`config.mk`:
```
export PLATFORM = sky130hd
export DESIGN_NAME = capture_stream_top
export DESIGN_NICKNAME = d
export VERILOG_FILES = /design/src/hdl/sample_pkg.sv /design/src/hdl/stream_pkg.sv /design/src/hdl/beat_fifo.sv /design/src/hdl/capture_ctrl.sv /design/src/hdl/capture_stream_top.sv /design/src/hdl/route_config.sv /design/src/hdl/stream_out.sv /design/src/hdl/word_router.sv
export SDC_FILE = /design/constraint.sdc
export NUM_CORES = 1
export LEC_CHECK = 0
export BUFFER_PORTS_ARGS = -buffer_cell sky130_fd_sc_hd__buf_2
export CORE_MARGIN = 3
export CORE_UTILIZATION = 55
export CTS_CLUSTER_DIAMETER = 120
export DETAILED_ROUTE_END_ITERATION = 10
export GPL_TIMING_DRIVEN = 0
export PLACE_DENSITY = 0.72
export SLEW_MARGIN = 25
export SYNTH_ARGS = -nofsm -noshare
export SYNTH_HDL_FRONTEND = slang
export SYNTH_SLANG_ARGS = --single-unit
export TNS_END_PERCENT = 1
```
`constraint.sdc`:
```
create_clock -name clk_245_76MHz -period 10.95 [get_ports clk_245_76MHz]
set_input_delay 1.095 -clock clk_245_76MHz [delete_from_list [all_inputs] [get_ports clk_245_76MHz]]
set_output_delay 1.095 -clock clk_245_76MHz [all_outputs]
set_load 0.02 [all_outputs]
```
`src/hdl/sample_pkg.sv`:
```
package sample_pkg;

  // one sample word, I in the upper half, Q in the lower half
  typedef logic [31:0] iq_word_t;

  typedef logic [31:0] count_t;     // adc sample count and global cycle count
  typedef logic [1:0]  route_sel_t; // selects the source of one beat half
  typedef logic [3:0]  lat_cnt_t;   // dds latency window counter
  typedef logic [31:0] ctrl_word_t; // chirp control word from the host

  // route codes, one per beat half
  localparam route_sel_t ROUTE_ADC_IQ     = 2'd0;
  localparam route_sel_t ROUTE_DAC_IQ     = 2'd1;
  localparam route_sel_t ROUTE_ADC_COUNT  = 2'd2;
  localparam route_sel_t ROUTE_GLBL_COUNT = 2'd3;

  // field positions inside the control word
  localparam int ROUTE_LO_LSB = 0; // bits 1:0 pick the lower half
  localparam int ROUTE_HI_LSB = 4; // bits 5:4 pick the upper half

  // cycles the chirp core needs before its samples line up
  // with the enable again
  localparam int DDS_LATENCY = 2;

endpackage

```
`src/hdl/stream_pkg.sv`:
```
package stream_pkg;

  import sample_pkg::*;

  // one output beat, two 32-bit halves
  typedef struct packed {
    iq_word_t upper; // bits 63:32
    iq_word_t lower; // bits 31:0
  } beat_t;

  // beat FIFO sizing
  localparam int FIFO_DEPTH = 16;

  typedef logic [3:0] fifo_ptr_t; // wraps at FIFO_DEPTH
  typedef logic [4:0] fifo_cnt_t; // 0 .. FIFO_DEPTH inclusive

endpackage

```
`src/hdl/beat_fifo.sv`:
```
module beat_fifo (
  input  logic              clk_245_76MHz,
  input  logic              rst_n,
  input  stream_pkg::beat_t wr_beat,
  input  logic              wr_en,
  input  logic              rd_en,
  output stream_pkg::beat_t rd_beat,
  output logic              fifo_empty,
  output logic              overflow
);

  import stream_pkg::*;

  beat_t     mem [FIFO_DEPTH]; // storage, no reset needed
  fifo_ptr_t wr_ptr;
  fifo_ptr_t rd_ptr;
  fifo_cnt_t fill;
  logic      full;
  logic      do_wr;
  logic      do_rd;

  assign full       = (fill == fifo_cnt_t'(FIFO_DEPTH));
  assign fifo_empty = (fill == '0);
  assign do_wr      = wr_en & ~full;  // full drops the beat
  assign do_rd      = rd_en & ~fifo_empty;
  assign rd_beat    = mem[rd_ptr];    // head shows without a read

  always_ff @(posedge clk_245_76MHz) begin
    if (do_wr)
      mem[wr_ptr] <= wr_beat;
  end

  // pointers wrap on their own at depth 16
  always_ff @(posedge clk_245_76MHz) begin
    if (!rst_n) begin
      wr_ptr <= '0;
      rd_ptr <= '0;
      fill   <= '0;
    end else begin
      if (do_wr)
        wr_ptr <= wr_ptr + 1'b1;
      if (do_rd)
        rd_ptr <= rd_ptr + 1'b1;
      case ({do_wr, do_rd})
        2'b10:   fill <= fill + 1'b1;
        2'b01:   fill <= fill - 1'b1;
        default: fill <= fill; // none or both
      endcase
    end
  end

  // sticky until reset
  always_ff @(posedge clk_245_76MHz) begin
    if (!rst_n)
      overflow <= 1'b0;
    else if (wr_en && full)
      overflow <= 1'b1;
  end

  // the output stage must not pop an empty buffer
  no_empty_read: assert property (
    @(posedge clk_245_76MHz) disable iff (!rst_n)
    rd_en |-> !fifo_empty
  ) else $error("beat fifo read while empty");

endmodule

```
`src/hdl/capture_ctrl.sv`:
```
module capture_ctrl (
  input  logic clk_245_76MHz,
  input  logic rst_n,
  input  logic adc_enable,
  input  logic chirp_init,
  output logic capture_gate,
  output logic capture_done
);

  import sample_pkg::*;

  logic     enable_r; // first stage, plain alignment
  lat_cnt_t lat_cnt;  // nonzero while the dds output settles

  wire lat_idle = (lat_cnt == '0);

  // latency window, reloaded on every chirp start
  always_ff @(posedge clk_245_76MHz) begin
    if (!rst_n) begin
      lat_cnt <= '0;
    end else if (chirp_init) begin
      lat_cnt <= lat_cnt_t'(DDS_LATENCY - 1);
    end else if (!lat_idle) begin
      lat_cnt <= lat_cnt - 1'b1; // count down to idle
    end
  end

  // enable pipe, second stage frozen during the window
  always_ff @(posedge clk_245_76MHz) begin
    if (!rst_n) begin
      enable_r     <= 1'b0;
      capture_gate <= 1'b0;
      capture_done <= 1'b0;
    end else begin
      enable_r <= adc_enable;
      if (lat_idle)
        capture_gate <= enable_r; // else hold
      capture_done <= enable_r & ~adc_enable; // falling edge of enable
    end
  end

  // end of capture is a single strobe
  done_one_cycle: assert property (
    @(posedge clk_245_76MHz) disable iff (!rst_n)
    capture_done |=> !capture_done
  ) else $error("capture_done longer than one cycle");

  // gate must not move while the chirp core is settling
  gate_frozen: assert property (
    @(posedge clk_245_76MHz) disable iff (!rst_n)
    !lat_idle |=> $stable(capture_gate)
  ) else $error("capture_gate changed inside dds latency window");

endmodule

```
`src/hdl/capture_stream_top.sv`:
```
module capture_stream_top (
  input  logic                   clk_245_76MHz,
  input  logic                   rst_n,
  input  logic [15:0]            adc_i,
  input  logic [15:0]            adc_q,
  input  logic                   adc_valid,
  input  logic [15:0]            dac_i,
  input  logic [15:0]            dac_q,
  input  sample_pkg::count_t     adc_counter,
  input  logic                   adc_enable,
  input  logic                   chirp_init,
  input  sample_pkg::ctrl_word_t chirp_control_word,
  output stream_pkg::beat_t      tdata,
  output logic                   tvalid,
  input  logic                   tready,
  output logic                   capture_done,
  output logic                   overflow
);

  import sample_pkg::*;
  import stream_pkg::*;

  logic       capture_gate;
  route_sel_t route_lo;
  route_sel_t route_hi;
  beat_t      wr_beat;  // router to fifo
  logic       wr_en;
  beat_t      rd_beat;  // fifo head
  logic       fifo_empty;
  logic       rd_en;

  capture_ctrl u_capture_ctrl (
    .clk_245_76MHz, .rst_n, .adc_enable, .chirp_init,
    .capture_gate, .capture_done
  );

  route_config u_route_config (
    .clk_245_76MHz, .rst_n, .chirp_init, .chirp_control_word,
    .route_lo, .route_hi
  );

  word_router u_word_router (
    .clk_245_76MHz, .rst_n, .adc_i, .adc_q, .dac_i, .dac_q,
    .adc_counter, .adc_valid, .capture_gate, .route_lo, .route_hi,
    .wr_beat, .wr_en
  );

  beat_fifo u_beat_fifo (
    .clk_245_76MHz, .rst_n, .wr_beat, .wr_en, .rd_en,
    .rd_beat, .fifo_empty, .overflow
  );

  stream_out u_stream_out (
    .clk_245_76MHz, .rst_n, .rd_beat, .fifo_empty, .rd_en,
    .tdata, .tvalid, .tready
  );

endmodule

```
`src/hdl/route_config.sv`:
```
module route_config (
  input  logic                   clk_245_76MHz,
  input  logic                   rst_n,
  input  logic                   chirp_init,
  input  sample_pkg::ctrl_word_t chirp_control_word,
  output sample_pkg::route_sel_t route_lo,
  output sample_pkg::route_sel_t route_hi
);

  import sample_pkg::*;

  localparam int SEL_W = $bits(route_sel_t);

  // fields of the live control word
  route_sel_t next_lo;
  route_sel_t next_hi;

  assign next_lo = chirp_control_word[ROUTE_LO_LSB +: SEL_W];
  assign next_hi = chirp_control_word[ROUTE_HI_LSB +: SEL_W];

  // routing only changes at a chirp start, never mid capture
  always_ff @(posedge clk_245_76MHz) begin
    if (!rst_n) begin
      route_lo <= ROUTE_ADC_IQ; // adc samples on both halves by default
      route_hi <= ROUTE_ADC_IQ;
    end else if (chirp_init) begin
      route_lo <= next_lo;
      route_hi <= next_hi;
    end
  end

endmodule

```
`src/hdl/stream_out.sv`:
```
module stream_out (
  input  logic              clk_245_76MHz,
  input  logic              rst_n,
  input  stream_pkg::beat_t rd_beat,
  input  logic              fifo_empty,
  output logic              rd_en,
  output stream_pkg::beat_t tdata,
  output logic              tvalid,
  input  logic              tready
);

  logic slot_free; // register empty or being taken this cycle

  assign slot_free = ~tvalid | tready;
  assign rd_en     = slot_free & ~fifo_empty; // pop and load together

  always_ff @(posedge clk_245_76MHz) begin
    if (!rst_n) begin
      tvalid <= 1'b0;
    end else if (rd_en) begin
      tvalid <= 1'b1;
    end else if (tready) begin
      tvalid <= 1'b0; // accepted, nothing behind it
    end
  end

  // data only moves with a load
  always_ff @(posedge clk_245_76MHz) begin
    if (rd_en)
      tdata <= rd_beat;
  end

  // back-pressure holds the beat and its valid
  hold_on_stall: assert property (
    @(posedge clk_245_76MHz) disable iff (!rst_n)
    tvalid && !tready |=> tvalid && $stable(tdata)
  ) else $error("tdata changed while stalled");

endmodule

```
`src/hdl/word_router.sv`:
```
module word_router (
  input  logic                   clk_245_76MHz,
  input  logic                   rst_n,
  input  logic [15:0]            adc_i,
  input  logic [15:0]            adc_q,
  input  logic [15:0]            dac_i,
  input  logic [15:0]            dac_q,
  input  sample_pkg::count_t     adc_counter,
  input  logic                   adc_valid,
  input  logic                   capture_gate,
  input  sample_pkg::route_sel_t route_lo,
  input  sample_pkg::route_sel_t route_hi,
  output stream_pkg::beat_t      wr_beat,
  output logic                   wr_en
);

  import sample_pkg::*;
  import stream_pkg::*;

  count_t   glbl_cnt; // free running since reset
  iq_word_t adc_iq;
  iq_word_t dac_iq;
  beat_t    next_beat;

  // 4-way source pick for one half
  function automatic iq_word_t pick_half(route_sel_t sel, iq_word_t a_iq, iq_word_t d_iq,
                                         count_t a_cnt, count_t g_cnt);
    case (sel)
      ROUTE_ADC_IQ:     return a_iq;
      ROUTE_DAC_IQ:     return d_iq;
      ROUTE_ADC_COUNT:  return a_cnt;
      ROUTE_GLBL_COUNT: return g_cnt;
      default:          return a_iq;
    endcase
  endfunction

  assign adc_iq = {adc_i, adc_q}; // i high, q low
  assign dac_iq = {dac_i, dac_q};

  assign next_beat.upper = pick_half(route_hi, adc_iq, dac_iq, adc_counter, glbl_cnt);
  assign next_beat.lower = pick_half(route_lo, adc_iq, dac_iq, adc_counter, glbl_cnt);

  always_ff @(posedge clk_245_76MHz) begin
    if (!rst_n) begin
      glbl_cnt <= '0;
      wr_en    <= 1'b0;
    end else begin
      glbl_cnt <= glbl_cnt + 1'b1;
      wr_en    <= adc_valid & capture_gate; // only samples inside the window
    end
  end

  // payload register, qualified by wr_en
  always_ff @(posedge clk_245_76MHz) begin
    wr_beat <= next_beat;
  end

  // a write always traces back to an open gate one cycle earlier
  wr_needs_gate: assert property (
    @(posedge clk_245_76MHz) disable iff (!rst_n)
    wr_en |-> $past(capture_gate)
  ) else $error("fifo write without capture gate");

endmodule

```
# --- Word-level counts from Yosys, hierarchy flattened ---
# Memories as Yosys holds them, arrays and structs flattened. A register that Yosys moved wholly into a read port is not among the register bits.
# Index checks and enable logic that the tools add are counted.
totals:
  reg_bits: 123
  ramBits: 1024
  in_bits: 134
  n_memories: 1
op_classes:
  add_sub_neg: 6
  n_eq_ne: 10
  mux: 9
  n_bitwise: 11
  reduce_logical: 8
memory_table:
  columns: ["name", "words", "width", "read_ports", "rd_ports_with_merged_regs", "write_ports", "line_no", "rtl"]
  rows:
  - ["u_beat_fifo.mem", 16, 64, 1, 1, 1, "beat_fifo.sv:14", "beat_t mem [FIFO_DEPTH];"]
ops:
  columns: ["cell", "n"]
  rows:
  - ["$pmux 32 s4", 2]
  - ["$add 32x1->32 const B", 1]
  - ["$eq 2x2->1 const B", 5]
  - ["$pmux 5 s2", 1]
  - ["$add 4x1->4 const B", 2]
  - ["$eq 2x1->1 const B", 3]
  - ["$mux 1", 6]
  - ["$add 5x1->5 const B", 1]
  - ["$and 1x1->1", 5]
  - ["$eq 5x5->1 const B", 1]
  - ["$logic_not 5->1", 1]
  - ["$not 1->1", 5]
  - ["$sub 5x1->5 const B", 1]
  - ["$logic_not 2->1", 2]
  - ["$logic_not 4->1", 1]
  - ["$reduce_bool 2->1", 2]
  - ["$sub 4x1->4 const B", 1]
  - ["$ne 2x2->1 const B", 1]
  - ["$reduce_or 2->1", 1]
  - ["$logic_and 1x1->1", 1]
  - ["$or 1x1->1", 1]

# --- Longest topological paths before layout ---
depth:
  ltp_word: 6
  mapped_depth: 11

# --- Cells and area by module ---
# A second synthesis with hierarchy kept.
hier_totals:
  hier_cells: 2121
  area_unflattened_um2: 46060.4
modules_own_cells:
  columns: ["module", "instances", "cells_per_inst", "area_each_um2"]
  rows:
  - ["beat_fifo", 1, 1695, 39293.9]
  - ["word_router", 1, 315, 4326.6]
  - ["stream_out", 1, 68, 1965.6]
  - ["capture_ctrl", 1, 30, 317.8]
  - ["route_config", 1, 13, 156.4]

# --- Least setup slack after synthesis ---
# OpenSTA, ideal clock, no wires.
synth_timing:
  kind: "input port to flip-flop"
  start: "in tready"
  end: "reg u_beat_fifo.fill[4]"
  setup_ns: 0.118
  t_arrival_ns: 6.466
  setup_slack_ns: 4.366
  path_stages: 10
  n_path_buf: 0
  cell_sequence: "nor2b_1 a21oi_1 ha_1 inv_1 fa_1 nor2b_1 o21ai_0 nand3_1 or3b_2 mux2i_1"
synth_between:
  elab_chain_cells: 5
  word_cells_on_any_way: 7
  cone_classes: "eq/ne: 2; mux: 1; bitwise: 3; reduce/logical: 1"
synth_lines:
  columns: ["item", "line_no", "rtl"]
  rows:
  - ["from (decl)", "capture_stream_top.sv:15", "input logic tready,"]
  - ["$or 1x1->1 (*)", "stream_out.sv:14", "assign slot_free = ~tvalid | tready;"]
  - ["$and 1x1->1 (*)", "stream_out.sv:15", "assign rd_en = slot_free & ~fifo_empty;"]
  - ["net rd_en", "capture_stream_top.sv:30", "logic rd_en;"]
  - ["$and 1x1->1 (*)", "beat_fifo.sv:25", "assign do_rd = rd_en & ~fifo_empty;"]
  - ["$eq 2x1->1 / $eq 2x2->1 (equally long branches)", "beat_fifo.sv:44", "case ({do_wr, do_rd})"]
  - ["$pmux 5 s2 / $reduce_bool 2->1 (equally long branches)", null, null]
  - ["to (signal assigned)", "beat_fifo.sv:45", "2'b10: fill <= fill + 1'b1;"]
  - ["to (signal assigned)", "beat_fifo.sv:46", "2'b01: fill <= fill - 1'b1;"]
  - ["to (signal assigned)", "beat_fifo.sv:47", "default: fill <= fill;"]
  - ["to (decl)", "beat_fifo.sv:17", "fifo_cnt_t fill;"]
# Mark *: on every way through the listed nets, which the timed path passes. The rest lies on a longest branch.
# A chain may end at the register's enable or synchronous reset.

# --- Worst setup path after layout ---
layout_timing:
  start: "reg u_beat_fifo.fill[0]"
  end: "reg u_beat_fifo.fill[4]"
layout_between:
  elab_chain_cells: 6
  word_cells_on_any_way: 13
  cone_classes: "add/sub: 2; eq/ne: 3; mux: 1; bitwise: 5; reduce/logical: 2"
layout_lines:
  columns: ["item", "line_no", "rtl"]
  rows:
  - ["$logic_not 5->1", "beat_fifo.sv:23", "assign fifo_empty = (fill == '0);"]
  - ["$not 1->1", "beat_fifo.sv:25, stream_out.sv:15", null]
  - ["$and 1x1->1", "stream_out.sv:15", null]
  - ["$and 1x1->1", "beat_fifo.sv:25", null]
  - ["$eq 2x1->1 / $eq 2x2->1 (equally long branches)", "beat_fifo.sv:44", null]
  - ["$pmux 5 s2 / $reduce_bool 2->1 (equally long branches)", null, null]
# Parallel ways exist; a longest one is shown, timed or not.

==> metrics.md <==
| Metric | Value |
|---|---|
| Hold WC Path Type | flip-flop to flip-flop |
| Worst Setup Start Kind | flip-flop |
| Top cells by area in the synthesized netlist | edfxtp_1 (71%), mux4_2 (19%), dfxtp_1 (5.4%), nor2_1 (0.57%), buf_6 (0.47%) |
| Fin util | 0.6534 |
| Leak pwr | ~17 nW |
| Share of the yosys chip area belonging to registers | 0.7666 |
| Vias per Instance | roughly 6.6 |
| Final setup violation count | 0 |
| Clock share of power | 0.332 |
| Initial core utilization | 0.5563 |
| RR Startpoint | u_beat_fifo.fill[0]$_SDFFE_PN0P_ |
| CP required | between 10 and 15 ns |
| Tightest Pin Transition | ~1.1 ns |
| GPL Wtd Cong | roughly 0.89 |
| #FFs+latches synth | between 1k and 1.5k |
| Max Slew Vio Count | 0 |
| Sw Ratio | 0.2673 |
| Core ar. | 0.08237 mm² |
| Post-CTS setup buffers | 0 |
| First-pass GRT wire length | about 170 mm |
| Total gr overflow | 0 |
| Reg2reg setup slack | 7.28 ns |
| Ys Warns | 0 |
| CTS Hold Bufs | 0 |
| Rel. slew slack | 0.2371 |
| Area delta synth->final | 17.45% |
| Clk buf depth | 3 |
| Worst Reg2Reg Path Length in Cells | 11 |
| CP startpoint | u_beat_fifo.fill[0]$_SDFFE_PN0P_ |
| Final wirelength | ~120 mm |
| DR vias | approximately 23k |
| Endpoints failing hold | 0 |
| Seq pwr share | 0.463 |
| Largest net degree at the start of global routing | 22 |
| PortBufs | 170 |
| Die X | just under 300 µm |
| Layout cells sized above 1 | 0.3676 |
| Die Area | 0.08682 mm² |
| Number of global-route vias before repair | approximately 24k |
| Cts repair resizes | 0 |
| Clock Pin Slew Worst Setup and Hold Paths | 0.07 ns |
| DRT antenna net count | 0 |
| DR DRC count | 0 |
| Syn Nets | around 2.1k |
| Fmax | approximately 0.27 GHz |
| P_sw | between 0.003 and 0.004 W |
| Syn_area_per_cell | between 20 and 25 µm² |
| Max-cap violations | 0 |
| RSZ-0062 raised after global routing | no |
| Max VDD drop | between 0.1 and 0.15 mV |
| Status | finished clean |
| Depth of the CTS H-tree | 3 |
| Final design area excluding fillers | between 0.05 and 0.06 mm² |
| Count leader, synth | edfxtp_1 |
| Post-synth top flop | edfxtp_1 |
| CTS Buf Count | around 110 |
| Later-pin clock latency in the skew report | ~0.68 ns |
| Post-synth top cells | edfxtp_1 (1,088), mux4_2 (382), dfxtp_1 (123), nor2_1 (70), clkbuf_1 (48) |
| FFs w/ async S/R, synth | 0 |
| I/O Pins | between 200 and 250 |
| Crit-path max FO | 9 |
| Synth cell types | 39 |
| Row cnt | between 100 and 150 |
| Fin Clk Skew | between 0.02 and 0.03 ns |
| DRT Pass-1 Iters | 5 |
| Worst Path Arrival | about 4.3 ns |
| Initial drt markers | around 3k |
| Hold Path Depth | 2 |
| CTS Root Cell | clkbuf_16 |
| Clk sinks | between 1k and 1.5k |
| Die span in y | around 290 µm |
| Final HPWL DP | approximately 78 mm |
| Combinational Power Share | 0.206 |
| Cell taking the most area after synthesis | edfxtp_1 |
| P_int | between 0.008 and 0.009 W |
| Cells after synthesis | 1,943 |
| Placed Area | approximately 0.05 mm² |
| CP Class | flip-flop to flip-flop |
| Period utilisation layout | 0.3354 |
| P per Cell Area | roughly 220 mW/mm² |
| Yosys top cell area share | 0.7129 |
| Critical Path End Type | flip-flop |
| Post-synth EDFFs | 1,088 |
| CTS tree | done |
| Mapped cell area | 0.04583 mm² |
| Wirelength per Cell | 33.84 µm |
| Gr usage total | 0.2797 |
| Final net count | roughly 2.5k |
| Crit path time final | between 3 and 4 ns |
| Hold_sp | u_capture_ctrl.capture_gate$_SDFFE_PN0N_ |
| Antenna violations before repair | 15 |
worst paths after layout:
kind	end
worst max-delay path	u_beat_fifo.fill[4]$_SDFFE_PN0P_
worst min-delay path	u_capture_ctrl.capture_gate$_SDFFE_PN0N_
worst max register to register	u_beat_fifo.fill[4]$_SDFFE_PN0P_
worst min register to register	u_capture_ctrl.capture_gate$_SDFFE_PN0N_
cell families after synthesis:
group | count (synthesis) | share of synthesized area
mux | 390 | 0.1902
xor+xnor | 39 | 0.007454
compound gates | 17 | 0.002130
fa+ha+maj | 13 | 0.003713
simple gates | 158 | 0.01611
buf+inv | 115 | 0.01376
flops | 1211 | 0.7666
sequential cells by signal (all words and copies together), names as in the netlist:
signal                       cells
u_beat_fifo.fill                 5
u_beat_fifo.mem               1024
u_beat_fifo.overflow             1
u_beat_fifo.rd_ptr               4
u_beat_fifo.wr_ptr               4
u_capture_ctrl.capture_done      1
u_capture_ctrl.capture_gate      1
u_capture_ctrl.enable_r          1
u_capture_ctrl.lat_cnt           4
u_route_config.route_hi          2
u_route_config.route_lo          2
u_stream_out.tdata              64
u_stream_out.tvalid              1
u_word_router.glbl_cnt          32
u_word_router.wr_beat           64
u_word_router.wr_en              1
power by group through the flow:
stage          Sequential, W  Combinational (W)  Clock, W
5_1_grt              0.00554            0.00257   0.00417
2_1_floorplan        0.00574            0.00144         0
6_report             0.00552            0.00245   0.00396
3_5_place_dp         0.00561            0.00245         0
4_1_cts              0.00552            0.00248   0.00399
3_3_place_gp         0.00564            0.00234         0
cell type report:
| type | count | area (µm²) |
|---|---|---|
| diodes | 8 | 20.02 |
| plain buffers | 100 | 579.3 |
| clock buffers | 157 | 3174 |
| clock inverters | 59 | 589.3 |
| fillers | 5028 | 28550 |
| inverters | 15 | 56.30 |
| multi-input cells | 617 | 10180 |
| flip-flops and latches | 1211 | 35130 |
| well taps | 1070 | 1339 |
| repair buffers | 273 | 2746 |
per-layer routing:
layer  up-vias  GRT usage  share of wire  wire length [µm]
met1     12160     0.3805           0.36             42660
met5         -    0.01164         0.0021               248
li1       9043          -              -                 -
met4        18     0.1033          0.036              4221
met3       276    0.06149           0.11             13020
met2      1536     0.4520           0.49             58640
layout by cell type (no fill, tap or decap), types with 8 or more instances in the layout:
master and n:
diode_2 8, buf_6 26, buf_2 189, xnor2_1 24
edfxtp_1 1088, nand2_1 23, bufinv_16 10, clkbuf_8 16
clkinv_1 18, buf_4 44, buf_16 50, clkbuf_1 72
nor2_1 58, a21oi_1 8, nor2_4 12, clkbuf_16 114
ha_1 12, clkinv_2 19, inv_1 14, xor2_1 15
nand3_1 13, mux4_2 382, dfxtp_1 123, nor3_1 13
through the flow:
stage               cells  setup TNS, ns  power (W)  worst slack [ns]  hold WS [ns]
floorplan            1943              0   0.007180             4.366        0.4099
global placement     3183        -286.21   0.007973            -1.184        0.4584
detailed placement   3286              0   0.008064             6.985        0.4573
CTS                  3502              0    0.01199             7.337        0.4723
global route         3502              0    0.01228             7.002        0.4916
finish               3510              0    0.01193             7.277        0.4744
critical path, stage by stage, from the launching register on:
cell	delay [ns]
dfxtp_1	0.34
nor4_1	0.82
a21boi_1	0.46
inv_1	0.13
ha_1	0.24
inv_1	0.11
fa_1	0.40
nor2b_1	0.18
o21ai_0	0.13
nand3_1	0.11
or3b_2	0.46
mux2i_1	0.18
(Power assumes the default switching activity.)
